[src/taiga_cfg.svh]
/*
 * taiga core configuration
 * reset vector, instruction buffer depth and register count
 */

`ifndef TAIGA_CFG_SVH
`define TAIGA_CFG_SVH

// first fetch address out of reset
`define TAIGA_RESET_PC 32'h0000_0000

// default instruction buffer entries, keep at 2 or more
`define TAIGA_IB_DEPTH 4

// architectural integer registers, x0 included
`define TAIGA_NUM_REGS 32

`endif

[src/taiga_types_pkg.sv]
/*
 * taiga shared types
 * fetch packet, ALU operation encoding and RV32I opcode values
 */

package taiga_types_pkg;

    // one fetched word with the address it came from
    typedef struct packed {
        logic [31:0] pc;          // byte address of the word
        logic [31:0] instruction; // raw RV32I encoding
    } fetch_packet_t;

    // ALU operations handled by decode_issue
    typedef enum logic [3:0] {
        ALU_ADD    = 4'd0,
        ALU_SUB    = 4'd1,
        ALU_SLL    = 4'd2,
        ALU_SLT    = 4'd3,
        ALU_SLTU   = 4'd4,
        ALU_XOR    = 4'd5,
        ALU_SRL    = 4'd6,
        ALU_SRA    = 4'd7,
        ALU_OR     = 4'd8,
        ALU_AND    = 4'd9,
        ALU_PASS_B = 4'd10 // lui immediate and jal link value
    } alu_op_t;

    // ~~~~~~~~~~~~~~~~~~~~~~~~~~~~~~~~~~~~~~~~
    // major opcodes, instruction bits [6:0]
    // ~~~~~~~~~~~~~~~~~~~~~~~~~~~~~~~~~~~~~~~~
    localparam logic [6:0] OPCODE_OP     = 7'b0110011; // reg-reg alu
    localparam logic [6:0] OPCODE_OP_IMM = 7'b0010011; // reg-imm alu
    localparam logic [6:0] OPCODE_LUI    = 7'b0110111;
    localparam logic [6:0] OPCODE_JAL    = 7'b1101111;

endpackage

[src/decode_issue.sv]
/*
 * decode, issue and execute for ALU, LUI and JAL
 * one instruction per cycle with a single writeback stage and forwarding
 */

`timescale 1ns/1ps

`include "taiga_cfg.svh"

module decode_issue (
        input logic clk,
        input logic rst_n,

        input logic ib_valid,
        input taiga_types_pkg::fetch_packet_t ib_head,
        output logic ib_pop,

        output logic redirect,
        output logic [31:0] redirect_pc,

        output logic wb_valid,
        output logic [4:0] wb_rd,
        output logic [31:0] wb_data,

        output logic [31:0] dec_pc_debug
        );

    localparam int REG_IDX_W = $clog2(`TAIGA_NUM_REGS);

    logic [31:0] instr;
    logic [31:0] pc;
    logic [6:0] opcode;
    logic [2:0] funct3;
    logic [REG_IDX_W-1:0] rd_idx;
    logic [REG_IDX_W-1:0] rs1_idx;
    logic [REG_IDX_W-1:0] rs2_idx;
    logic [31:0] imm_i;
    logic [31:0] imm_u;
    logic [31:0] imm_j;
    logic [31:0] rf_rs1;
    logic [31:0] rf_rs2;
    logic [31:0] op_a;
    logic [31:0] rs2_val;
    logic [31:0] op_b;
    logic [31:0] alu_result;
    logic writes_rd;
    logic is_jal;
    logic [31:0] dec_pc;
    taiga_types_pkg::alu_op_t alu_op;

    // funct3 plus bit 30 to ALU op, bit 30 only means SUB for reg-reg
    function automatic taiga_types_pkg::alu_op_t func_to_op(input logic [2:0] f3,
            input logic alt, input logic is_reg);
        case (f3)
            3'b000 : return (alt && is_reg) ? taiga_types_pkg::ALU_SUB : taiga_types_pkg::ALU_ADD;
            3'b001 : return taiga_types_pkg::ALU_SLL;
            3'b010 : return taiga_types_pkg::ALU_SLT;
            3'b011 : return taiga_types_pkg::ALU_SLTU;
            3'b100 : return taiga_types_pkg::ALU_XOR;
            3'b101 : return alt ? taiga_types_pkg::ALU_SRA : taiga_types_pkg::ALU_SRL;
            3'b110 : return taiga_types_pkg::ALU_OR;
            default : return taiga_types_pkg::ALU_AND;
        endcase
    endfunction

    // ~~~~~~~~~~~~~~~~~~~~~~~~~~~~~~~~~~~~~~~~
    // field extraction
    // ~~~~~~~~~~~~~~~~~~~~~~~~~~~~~~~~~~~~~~~~
    assign instr = ib_head.instruction;
    assign pc = ib_head.pc;
    assign opcode = instr[6:0];
    assign funct3 = instr[14:12];
    assign rd_idx = instr[11:7];
    assign rs1_idx = instr[19:15];
    assign rs2_idx = instr[24:20];
    assign imm_i = {{20{instr[31]}}, instr[31:20]};
    assign imm_u = {instr[31:12], 12'd0};
    assign imm_j = {{12{instr[31]}}, instr[19:12], instr[20], instr[30:21], 1'b0};

    assign ib_pop = ib_valid; // never stalls

    register_file register_file_block (
        .clk (clk),
        .rst_n (rst_n),
        .rs1_addr (rs1_idx),
        .rs2_addr (rs2_idx),
        .rs1_data (rf_rs1),
        .rs2_data (rf_rs2),
        .we (wb_valid),
        .rd_addr (wb_rd),
        .rd_data (wb_data)
    );

    // wb_valid already implies a non-zero rd
    assign op_a = (wb_valid && wb_rd == rs1_idx) ? wb_data : rf_rs1;
    assign rs2_val = (wb_valid && wb_rd == rs2_idx) ? wb_data : rf_rs2;

    // ~~~~~~~~~~~~~~~~~~~~~~~~~~~~~~~~~~~~~~~~
    // decode
    // ~~~~~~~~~~~~~~~~~~~~~~~~~~~~~~~~~~~~~~~~
    always_comb begin
        alu_op = taiga_types_pkg::ALU_PASS_B;
        op_b = rs2_val;
        writes_rd = 1'b0;
        is_jal = 1'b0;
        case (opcode)
            taiga_types_pkg::OPCODE_OP : begin
                alu_op = func_to_op(funct3, instr[30], 1'b1);
                writes_rd = 1'b1;
            end
            taiga_types_pkg::OPCODE_OP_IMM : begin
                alu_op = func_to_op(funct3, instr[30], 1'b0); // srai keeps bit 30
                op_b = imm_i; // shamt sits in the low five bits
                writes_rd = 1'b1;
            end
            taiga_types_pkg::OPCODE_LUI : begin
                op_b = imm_u;
                writes_rd = 1'b1;
            end
            taiga_types_pkg::OPCODE_JAL : begin
                op_b = pc + 32'd4; // link value
                writes_rd = 1'b1;
                is_jal = 1'b1;
            end
            default : ; // anything else retires silently
        endcase
    end

    // execute
    always_comb begin
        case (alu_op)
            taiga_types_pkg::ALU_ADD : alu_result = op_a + op_b;
            taiga_types_pkg::ALU_SUB : alu_result = op_a - op_b;
            taiga_types_pkg::ALU_SLL : alu_result = op_a << op_b[4:0];
            taiga_types_pkg::ALU_SLT : alu_result = {31'd0, $signed(op_a) < $signed(op_b)};
            taiga_types_pkg::ALU_SLTU : alu_result = {31'd0, op_a < op_b};
            taiga_types_pkg::ALU_XOR : alu_result = op_a ^ op_b;
            taiga_types_pkg::ALU_SRL : alu_result = op_a >> op_b[4:0];
            taiga_types_pkg::ALU_SRA : alu_result = 32'($signed(op_a) >>> op_b[4:0]);
            taiga_types_pkg::ALU_OR : alu_result = op_a | op_b;
            taiga_types_pkg::ALU_AND : alu_result = op_a & op_b;
            default : alu_result = op_b; // pass b
        endcase
    end

    assign redirect = ib_pop & is_jal;
    assign redirect_pc = pc + imm_j;

    // ~~~~~~~~~~~~~~~~~~~~~~~~~~~~~~~~~~~~~~~~
    // writeback stage
    // ~~~~~~~~~~~~~~~~~~~~~~~~~~~~~~~~~~~~~~~~
    always_ff @(posedge clk or negedge rst_n) begin
        if (!rst_n) begin
            wb_valid <= 1'b0;
            dec_pc <= `TAIGA_RESET_PC;
        end else begin
            wb_valid <= ib_pop & writes_rd & (rd_idx != '0); // x0 targets vanish here
            if (ib_pop)
                dec_pc <= pc; // last issued pc
        end
    end

    always_ff @(posedge clk) begin
        wb_rd <= rd_idx;
        wb_data <= alu_result;
    end

    assign dec_pc_debug = dec_pc;

    wb_rd_nonzero_a : assert property (@(posedge clk) disable iff (!rst_n)
            wb_valid |-> wb_rd != 5'd0)
        else $error("writeback raised for x0");

endmodule

[src/fetch.sv]
/*
 * fetch unit
 * drives the instruction memory request/grant port and pushes returned words
 */

`timescale 1ns/1ps

`include "taiga_cfg.svh"

module fetch (
        input logic clk,
        input logic rst_n,

        // instruction memory
        output logic instr_req,
        output logic [31:0] instr_addr,
        input logic instr_gnt,
        input logic [31:0] instr_rdata,

        // instruction buffer
        input logic ib_room,
        output logic ib_push,
        output taiga_types_pkg::fetch_packet_t ib_push_packet,

        // from decode_issue
        input logic redirect,
        input logic [31:0] redirect_pc
        );

    logic [31:0] pc;      // address of the next request
    logic req_hold;       // request raised but not yet granted
    logic accept;
    logic rsp_pending;    // rdata is valid this cycle
    logic [31:0] rsp_pc;  // address of the word now on rdata
    logic rsp_discard;    // response overtaken by a redirect

    // ~~~~~~~~~~~~~~~~~~~~~~~~~~~~~~~~~~~~~~~~
    // request side
    // ~~~~~~~~~~~~~~~~~~~~~~~~~~~~~~~~~~~~~~~~
    // room means two free slots, so the word already in flight still fits
    assign instr_req = ib_room | req_hold;
    assign instr_addr = pc;
    assign accept = instr_req & instr_gnt;

    always_ff @(posedge clk or negedge rst_n) begin
        if (!rst_n) begin
            pc <= `TAIGA_RESET_PC;
            req_hold <= 1'b0;
        end else begin
            if (redirect)
                pc <= redirect_pc; // unaccepted request is dropped
            else if (accept)
                pc <= pc + 32'd4;
            req_hold <= instr_req & ~instr_gnt & ~redirect; // keep asking until granted
        end
    end

    // ~~~~~~~~~~~~~~~~~~~~~~~~~~~~~~~~~~~~~~~~
    // response side
    // ~~~~~~~~~~~~~~~~~~~~~~~~~~~~~~~~~~~~~~~~
    always_ff @(posedge clk or negedge rst_n) begin
        if (!rst_n) begin
            rsp_pending <= 1'b0;
            rsp_discard <= 1'b0;
        end else begin
            rsp_pending <= accept;
            rsp_discard <= accept & redirect; // granted in the redirect cycle
        end
    end

    always_ff @(posedge clk) begin
        if (accept)
            rsp_pc <= instr_addr;
    end

    // a word landing in the redirect cycle itself is dropped by the buffer flush
    assign ib_push = rsp_pending & ~rsp_discard;
    assign ib_push_packet.pc = rsp_pc;
    assign ib_push_packet.instruction = instr_rdata;

    // memory sees one stable address per request
    addr_stable_a : assert property (@(posedge clk) disable iff (!rst_n)
            instr_req && !instr_gnt && !redirect |=> instr_req && $stable(instr_addr))
        else $error("fetch dropped or moved an ungranted request");

endmodule

[src/instruction_buffer.sv]
/*
 * instruction buffer
 * circular FIFO of fetch packets between fetch and decode_issue
 */

`timescale 1ns/1ps

`include "taiga_cfg.svh"

module instruction_buffer #(
        parameter int DEPTH = `TAIGA_IB_DEPTH
        )(
        input logic clk,
        input logic rst_n,

        input logic flush,
        input logic push,
        input taiga_types_pkg::fetch_packet_t push_packet,
        input logic pop,

        output logic valid,
        output logic room,
        output taiga_types_pkg::fetch_packet_t head
        );

    localparam int PTR_W = $clog2(DEPTH);
    localparam int CNT_W = $clog2(DEPTH + 1);

    taiga_types_pkg::fetch_packet_t entries [DEPTH]; // payload, no reset
    logic [PTR_W-1:0] rd_ptr;
    logic [PTR_W-1:0] wr_ptr;
    logic [CNT_W-1:0] count; // occupied entries
    logic do_push;
    logic do_pop;

    assign do_push = push & ~flush; // flush wins over a same cycle push
    assign do_pop = pop & ~flush;

    // ~~~~~~~~~~~~~~~~~~~~~~~~~~~~~~~~~~~~~~~~
    // pointers and occupancy
    // ~~~~~~~~~~~~~~~~~~~~~~~~~~~~~~~~~~~~~~~~
    always_ff @(posedge clk or negedge rst_n) begin
        if (!rst_n) begin
            rd_ptr <= '0;
            wr_ptr <= '0;
            count <= '0;
        end else if (flush) begin
            rd_ptr <= '0; // drops everything, head included
            wr_ptr <= '0;
            count <= '0;
        end else begin
            if (do_push)
                wr_ptr <= (wr_ptr == PTR_W'(DEPTH - 1)) ? '0 : wr_ptr + PTR_W'(1);
            if (do_pop)
                rd_ptr <= (rd_ptr == PTR_W'(DEPTH - 1)) ? '0 : rd_ptr + PTR_W'(1);
            case ({do_push, do_pop})
                2'b10 : count <= count + CNT_W'(1);
                2'b01 : count <= count - CNT_W'(1);
                default : count <= count; // both or neither
            endcase
        end
    end

    always_ff @(posedge clk) begin
        if (do_push)
            entries[wr_ptr] <= push_packet;
    end

    assign head = entries[rd_ptr];
    assign valid = (count != '0);
    assign room = (count <= CNT_W'(DEPTH - 2)); // at least two slots free

    // fetch only asks for words it can store
    no_overflow_a : assert property (@(posedge clk) disable iff (!rst_n)
            push |-> count != CNT_W'(DEPTH))
        else $error("push into a full instruction buffer");

    no_underflow_a : assert property (@(posedge clk) disable iff (!rst_n)
            pop |-> valid)
        else $error("pop from an empty instruction buffer");

endmodule

[src/register_file.sv]
/*
 * integer register file
 * x0 fixed at zero, two asynchronous reads, one synchronous write
 */

`timescale 1ns/1ps

`include "taiga_cfg.svh"

module register_file (
        input logic clk,
        input logic rst_n,

        input logic [4:0] rs1_addr,
        input logic [4:0] rs2_addr,
        output logic [31:0] rs1_data,
        output logic [31:0] rs2_data,

        input logic we,
        input logic [4:0] rd_addr,
        input logic [31:0] rd_data
        );

    logic [31:0] regs [1:`TAIGA_NUM_REGS-1]; // x0 has no storage

    // cleared at reset so every run starts from the same state
    always_ff @(posedge clk or negedge rst_n) begin
        if (!rst_n) begin
            for (int i = 1; i < `TAIGA_NUM_REGS; i++)
                regs[i] <= '0;
        end else if (we && rd_addr != 5'd0) begin
            regs[rd_addr] <= rd_data; // writes to x0 are lost
        end
    end

    // read ports
    assign rs1_data = (rs1_addr == 5'd0) ? 32'd0 : regs[rs1_addr];
    assign rs2_data = (rs2_addr == 5'd0) ? 32'd0 : regs[rs2_addr];

endmodule

[src/taiga_core.sv]
/*
 * taiga core top level
 * fetch, instruction buffer and decode_issue around one instruction memory port
 */

`timescale 1ns/1ps

module taiga_core (
        input logic clk,
        input logic rst_n,

        // instruction memory
        output logic instr_req,
        output logic [31:0] instr_addr,
        input logic instr_gnt,
        input logic [31:0] instr_rdata,

        // writeback observation
        output logic wb_valid,
        output logic [4:0] wb_rd,
        output logic [31:0] wb_data,

        output logic [31:0] dec_pc_debug
        );

    // fetch to buffer
    logic ib_push;
    logic ib_room;
    taiga_types_pkg::fetch_packet_t ib_push_packet;

    // buffer to decode
    logic ib_valid;
    logic ib_pop;
    taiga_types_pkg::fetch_packet_t ib_head;

    // jal redirect, also the buffer flush
    logic redirect;
    logic [31:0] redirect_pc;

    // ~~~~~~~~~~~~~~~~~~~~~~~~~~~~~~~~~~~~~~~~
    // front end
    // ~~~~~~~~~~~~~~~~~~~~~~~~~~~~~~~~~~~~~~~~
    fetch fetch_block (
        .clk (clk),
        .rst_n (rst_n),
        .instr_req (instr_req),
        .instr_addr (instr_addr),
        .instr_gnt (instr_gnt),
        .instr_rdata (instr_rdata),
        .ib_room (ib_room),
        .ib_push (ib_push),
        .ib_push_packet (ib_push_packet),
        .redirect (redirect),
        .redirect_pc (redirect_pc)
    );

    instruction_buffer inst_buffer (
        .clk (clk),
        .rst_n (rst_n),
        .flush (redirect),
        .push (ib_push),
        .push_packet (ib_push_packet),
        .pop (ib_pop),
        .valid (ib_valid),
        .room (ib_room),
        .head (ib_head)
    );

    // ~~~~~~~~~~~~~~~~~~~~~~~~~~~~~~~~~~~~~~~~
    // decode, execute, writeback
    // ~~~~~~~~~~~~~~~~~~~~~~~~~~~~~~~~~~~~~~~~
    decode_issue decode_issue_block (
        .clk (clk),
        .rst_n (rst_n),
        .ib_valid (ib_valid),
        .ib_head (ib_head),
        .ib_pop (ib_pop),
        .redirect (redirect),
        .redirect_pc (redirect_pc),
        .wb_valid (wb_valid),
        .wb_rd (wb_rd),
        .wb_data (wb_data),
        .dec_pc_debug (dec_pc_debug)
    );

endmodule

[config.mk]
export PLATFORM = sky130hd
export DESIGN_NAME = taiga_core
export DESIGN_NICKNAME = d
export VERILOG_FILES = /design/src/taiga_types_pkg.sv /design/src/decode_issue.sv /design/src/fetch.sv /design/src/instruction_buffer.sv /design/src/register_file.sv /design/src/taiga_core.sv
export VERILOG_INCLUDE_DIRS = /design/src
export SDC_FILE = /design/constraint.sdc
export NUM_CORES = 2
export LEC_CHECK = 0
export ABC_AREA = 1
export BUFFER_PORTS_ARGS = -buffer_cell sky130_fd_sc_hd__buf_4
export CORE_UTILIZATION = 35
export CTS_BUF_LIST = sky130_fd_sc_hd__clkbuf_2
export CTS_CLUSTER_DIAMETER = 200
export DETAILED_ROUTE_END_ITERATION = 6
export PLACE_DENSITY_LB_ADDON = 0.12
export SETUP_SLACK_MARGIN = 0.1
export SKIP_LAST_GASP = 1
export SLEW_MARGIN = 20
export SYNTH_ARGS = -nofsm -noshare
export SYNTH_HDL_FRONTEND = slang
export SYNTH_SLANG_ARGS = --single-unit
[constraint.sdc]
create_clock -name clk -period 13.7 [get_ports clk]
set_input_delay 1.37 -clock clk [delete_from_list [all_inputs] [get_ports clk]]
set_output_delay 1.37 -clock clk [all_outputs]
set_load 0.03 [all_outputs]
Yosys cells after proc, flatten, opt, wreduce, memory -nomap -nowiden
Memory sizes are Yosys's and may differ from the RTL's.
Cells that the tools add are included.
{"block": "word_totals", "ramBits": 256, "n_memories": 1, "latchBits": 0, "register_bits": 1136, "romBits": 0, "word_cells": 158}
{"name": "inst_buffer.entries", "depth": 4, "word_bits": 64, "read_ports": 1, "rd_clocked_by_memory_dff": 0, "wr": 1, "line_no": "instruction_buffer.sv:29", "rtl": "taiga_types_pkg::fetch_packet_t entries [DEPTH];"}
{"block": "classes", "n_reduce_logical": 16, "shift": 3, "n_div": 0, "mul": 0, "n_eq_ne": 25, "bitwise": 20, "add_sub_neg": 9, "muxes": 34, "magnitude_cmp": 7}
{"op": "992-bit bitwise mux", "n": 1}
{"op": "32-bit 2-to-1 mux", "n": 11}
{"op": "32-bit binary-select mux with 5-bit select", "n": 2}
{"op": "32-bit case mux with 10 select lines", "n": 1}
{"op": "32-bit demux with 5-bit select", "n": 1}
{"op": "32-bit case mux with 3 select lines", "n": 1}
{"op": "32-bit by 3-bit adder with 32-bit output (second input constant)", "n": 2}
{"op": "32-bit adder", "n": 2}
{"op": "32-bit less-than comparator", "n": 2}
{"op": "4-bit case mux with 7 select lines", "n": 2}
{"op": "32-bit AND", "n": 1}
{"op": "32-bit OR", "n": 1}
{"op": "32-bit by 5-bit left shift with 32-bit output", "n": 1}
{"op": "32-bit by 5-bit right shift with 32-bit output", "n": 1}
{"op": "32-bit by 5-bit >>> shifter with 32-bit output", "n": 1}
{"op": "32-bit subtractor", "n": 1}
{"op": "32-bit XOR", "n": 1}
{"op": "6-bit >= comparator (second input constant)", "n": 3}
{"op": "5-bit inverter with 6-bit output", "n": 3}
{"op": "4-bit by 3-bit == test with 1-bit output (second input constant)", "n": 4}
{"op": "7-bit by 6-bit == test with 1-bit output (second input constant)", "n": 2}
{"op": "2-bit 2-to-1 mux", "n": 6}
{"op": "1-bit AND", "n": 10}
{"op": "5-bit == test", "n": 2}
{"op": "other kinds (29)", "n": 52}

Logic depth before layout (Yosys ltp)
An unclocked memory read counts as a cell.
{"block": "depth", "depth_word": 10, "mapped_depth": 42, "mapped_depth_nobuf": 38}

Hierarchy
Synthesis repeated with hierarchy kept, for this count alone.
{"block": "hier_totals", "cells_unflattened": 13218, "hier_area_um2": 87915.6}
{"mod": "register_file", "n_inst": 1, "cells_each": 9248, "seq_area_each_um2": 24823.8, "area_each_um2": 58461.1}
{"mod": "decode_issue", "n_inst": 1, "cells_each": 2867, "seq_area_each_um2": 1566.5, "area_each_um2": 15927.8}
{"mod": "instruction_buffer", "n_inst": 1, "cells_each": 683, "seq_area_each_um2": 7862.5, "area_each_um2": 9947.0}
{"mod": "fetch", "n_inst": 1, "cells_each": 420, "seq_area_each_um2": 1836.8, "area_each_um2": 3579.7}

Worst setup path after synthesis
Ideal clock, no wire load.
{"block": "synth_timing", "path_kind": "flip-flop to flip-flop", "from": "reg inst_buffer.rd_ptr[0]", "to": "reg decode_issue_block.wb_data[26]", "setup_time_ns": 0.139, "required_ns": 13.561, "arrival_time_ns": 5.074, "slack_ns": 8.487, "path_buffers": 7, "stages_incl_launch_ff": 29, "synth_period_minus_slack_ns": 5.213, "cell_sequence": "dfrtp_1 -> inv_2 -> buf_4 -> buf_6 -> buf_4 -> buf_4 -> buf_2 -> nand2_1 -> a32oi_1 -> inv_1 -> o21ai_2 -> inv_1 -> clkbuf_1 -> o211ai_1 -> nand2_1 -> inv_1 -> ha_1 -> clkbuf_1 -> nor2_1 -> inv_1 -> nor2_1 -> nand3_1 -> o311ai_0 -> a31oi_1 -> or2_2 -> nand3_1 -> nand3_1 -> nor2_1 -> a22oi_1"}
{"block": "synth_via", "elab_chain_cells": 10}
{"item": "start: declaration", "line_no": "instruction_buffer.sv:30", "rtl": "logic [PTR_W-1:0] rd_ptr;"}
{"item": "start signal: assignment", "line_no": "instruction_buffer.sv:55", "rtl": "rd_ptr <= (rd_ptr == PTR_W'(DEPTH - 1)) ? '0 : rd_ptr + PTR_W'(1);"}
{"item": "memory read 4 x 64 bit *"}
{"item": "5-bit inverter with 6-bit output (not written as such)", "line_no": "register_file.sv:38", "rtl": "assign rs2_data = (rs2_addr == 5'd0) ? 32'd0 : regs[rs2_addr];"}
{"item": "32-bit binary-select mux with 5-bit select", "line_no": "register_file.sv:38"}
{"item": "32-bit 2-to-1 mux (not written as such) (2 in series)", "line_no": "register_file.sv:38"}
{"item": "32-bit 2-to-1 mux", "line_no": "register_file.sv:38"}
{"item": "32-bit 2-to-1 mux", "line_no": "decode_issue.sv:96", "rtl": "assign rs2_val = (wb_valid && wb_rd == rs2_idx) ? wb_data : rf_rs2;"}
{"item": "32-bit case mux with 3 select lines", "line_no": "decode_issue.sv:106", "rtl": "case (opcode)"}
{"item": "32-bit subtractor (tied with other cells)", "line_no": "decode_issue.sv:133", "rtl": "taiga_types_pkg::ALU_SUB : alu_result = op_a - op_b;"}
{"item": "32-bit case mux with 10 select lines *", "line_no": "decode_issue.sv:131", "rtl": "case (alu_op)"}
{"item": "named net decode_issue_block.alu_result[26]", "line_no": "decode_issue.sv:45", "rtl": "logic [31:0] alu_result;"}
{"item": "end signal: assignment", "line_no": "decode_issue.sv:165", "rtl": "wb_data <= alu_result;"}
{"item": "end: declaration", "line_no": "decode_issue.sv:23", "rtl": "output logic [31:0] wb_data,"}
The timed path passes the listed nets; every way through them passes the cells marked *. The select of a mux whose other input is x is not followed.
A chain may end at the register's enable or synchronous reset.

Worst setup path in the final report
{"block": "layout_timing", "from": "reg inst_buffer.rd_ptr[1]", "to": "reg decode_issue_block.wb_data[30]"}
The elaborated chain is that of the path after synthesis.

==> results.cfg <==
[routing]
ant_nets = 0
first_pass_iters = 7
drt-vias-per-instance = 5.70
wire_per_inst_um = 26.8
drc = 3
vias = 84400
drt_iter0_markers = 10200
finalWirelength_um = 398000

[clocking]
clkSlewWorstSetupHoldPaths_ns = 0.11
cts_sinks = 1392
root_buffer = clkbuf_2
clockBufferDepth = 4
cts_made_buffers = 411
tritoncts = yes
htreeDepth = 5
clk_latency_ns = 2.00

[grt]
grt_pass1_vias = 79800
grt_overflow = 0
grt_max_degree = 164
antenna_found_initial = 22
grt_pass1_wl_um = 570000
track_usage_pct = 32.6

[sta]
fmax_ghz = 0.104
relSlewSlack_pct = 7.55
fin_crit_ns = 9.59
rsz0062_at_grt = false
final_max_slew_viol_count = 0
finalHoldViolations = 0
setup-tns-final_ns = 0
fin_crit_sh_pct = 70.0
fin_worst_skew_ns = 0.204
setup-violations-final = 0
max_slew.worst_pin.slew_ns = 1.39

[place]
dp_hpwl_um = 238000
place_congestion = 1.02
dpl_cell_area_mm2 = 0.0861
port_buffers = 137

[final_layout]
fill_cells = 25100
syn2layout_area_growth_pct = 8.77
nets = 11500
drive_gt1_share_pct = 9.67
finalInstanceArea_mm2 = 0.0905

[floorplanning]
rows = 178
die_w_um = 489
die_h_um = 489
ios = 138
fp.dieArea_mm2 = 0.240
coreArea_mm2 = 0.236
initial_core_util_pct = 35.3

[yosys]
ys_ff_latch = 1392
syn_inst = 11400
synth_area_mm2 = 0.0832
ys_async_sr_fraction_pct = 76.7
synth-edff-count = 288
syn_nets = 11600
ys_seq_area_share_pct = 43.4
synth_flop_cell = dfrtp_1
syn_avg_cell_area_um2 = 7.29
synth.distinct_cells = 73
ys_warn_count = 0

[min_path]
hold_class = in -> reg

[outcome]
outcome = finished with violations
violations = design-rule violations

[setup_path]
worstPathRequired_ns = 15.48
critPathCaptureType = flop
start_kind = flop
crit_fanout = 159
cp_slowest_cell = o311ai_0
crit_type = reg -> reg
cp_common_cell = nor2_1
critPathMaxStageDelay_ns = 0.93
crit_arrival_ns = 11.37

[run]
drv_cap = 0
## worst max-delay path: cells and delay by family (launching register included)
kind	cells	cell delay, ns
compound gates	9	3.30
buf+inv	6	2.58
simple gates	10	2.14
flops	1	0.60
fa+ha+maj	1	0.35
## cell usage after synthesis (17+ instances only)
cell | n | share of area [%]
a31oi_1 | 65 | 0.49
inv_1 | 669 | 3.0
clkbuf_1 | 439 | 2.0
o21ai_0 | 1429 | 8.6
and3_1 | 38 | 0.29
o221ai_1 | 43 | 0.45
a21oi_1 | 421 | 2.5
nand3_1 | 1443 | 8.7
or2_2 | 17 | 0.13
buf_6 | 28 | 0.38
buf_1 | 33 | 0.15
dfrtp_1 | 1067 | 32
o21ai_1 | 102 | 0.61
inv_2 | 44 | 0.20
edfxtp_1 | 288 | 10
buf_4 | 87 | 0.79
buf_2 | 269 | 1.6
nor2_1 | 380 | 1.7
ha_1 | 140 | 2.1
nand4_1 | 26 | 0.20
dfxtp_1 | 37 | 0.89
xor2_1 | 41 | 0.43
a32o_1 | 52 | 0.63
o31ai_1 | 32 | 0.29
nor3_1 | 65 | 0.39
o22ai_1 | 39 | 0.29
nand2_1 | 3725 | 17
o211ai_1 | 185 | 1.7
## timing repair
| action | CTS | global route |
|---|---|---|
| buffers inserted | 0 | 0 |
| endpoints found under the hold margin | 335 | 0 |
| hold buffers | 67 | 0 |
| setup endpoints to repair | 0 | 0 |
| gates resized for setup | 0 | 0 |
## final cells by class
class	instances	area, um2	share of cell area, %
Multi-Input combinational cell	8441	40700	45.0
Clock buffer	591	2960	3.27
Sequential cell	1392	36100	39.9
Timing Repair Buffer	388	3340	3.69
Inverter	723	2760	3.05
Antenna cell	9	22.5	0.0249
Tap cell	3150	3940	4.36
Clock inverter	116	636	0.703
## cell usage in the layout (no fill, tap or decap), types with 43 or more instances in the layout
cell,count
a21oi_1,421
a31oi_1,65
a32o_1,52
buf_4,301
clkbuf_2,591
clkinv_1,97
dfrtp_1,1065
dlygate4sd3_1,66
edfxtp_1,288
ha_1,140
inv_1,667
nand2_1,3695
nand3_1,1442
nor2_1,369
nor3_1,58
o211ai_1,185
o21ai_0,1429
o21ai_1,102
o221ai_1,43
## worst paths after layout
check                                                              endpoint  depth (start not counted)                   start  slack, ns
max in group asynchronous  decode_issue_block.register_file_block.regs[963]                          6                   rst_n      10.64
setup / recovery                             decode_issue_block.wb_data[30]                         26   inst_buffer.rd_ptr[1]       4.11
hold reg to reg                                  inst_buffer.entries[0][43]                          0  fetch_block.rsp_pc[11]       0.41
setup reg to reg                             decode_issue_block.wb_data[30]                         26   inst_buffer.rd_ptr[1]       4.11
hold / removal                                   inst_buffer.entries[2][26]                          2         instr_rdata[26]       0.31
min in group asynchronous  decode_issue_block.register_file_block.regs[142]                          4                   rst_n       0.80
## cell families (layout without fill, tap and decap cells)
family	Yosys count	in the layout	synth area share, %
XOR/XNOR	55	55	0.579
buffers and inverters	1579	1818	8.19
AO/OA/AOI/OAI	2462	2462	16.5
other	0	9	0
AND/OR/NAND/NOR	5780	5780	29.1
flip-flops	1392	1392	43.4
adder cells (fa/ha/maj)	144	144	2.20
## sequential cells by signal (all words and copies together) (netlist names)
register / cells
inst_buffer.entries: 256
decode_issue_block.wb_rd: 5
inst_buffer.count: 3
fetch_block.rsp_pending: 1
decode_issue_block.dec_pc_debug: 32
fetch_block.instr_addr: 32
decode_issue_block.wb_valid: 1
inst_buffer.wr_ptr: 2
inst_buffer.rd_ptr: 2
fetch_block.rsp_discard: 1
fetch_block.rsp_pc: 32
fetch_block.req_hold: 1
decode_issue_block.wb_data: 32
decode_issue_block.register_file_block.regs: 992
## metal layers
layer	global-route usage, %	wire length [um]	vias to the layer above
met5	0	91	-
met3	6.75	36700	899
li1	-	-	38200
met4	16.0	20400	16
met2	49.2	172000	4452
met1	44.3	169000	40800
## per-stage QoR
stage	hold WS [ns]	std cells	util, %	setup WS, ns
2_1_floorplan	0.448	11400	-	8.49
3_3_place_gp	0.466	14000	36.5	4.46
3_5_place_dp	0.473	14000	36.5	4.42
4_1_cts	0.000164	14800	38.4	4.18
5_1_grt	0.0954	14800	38.4	3.61
6_report	0.310	14800	38.4	4.11
Power is left out: the tool's default activity adds up to more than one toggle a clock period on the data nets, which glitch-free logic cannot reach.
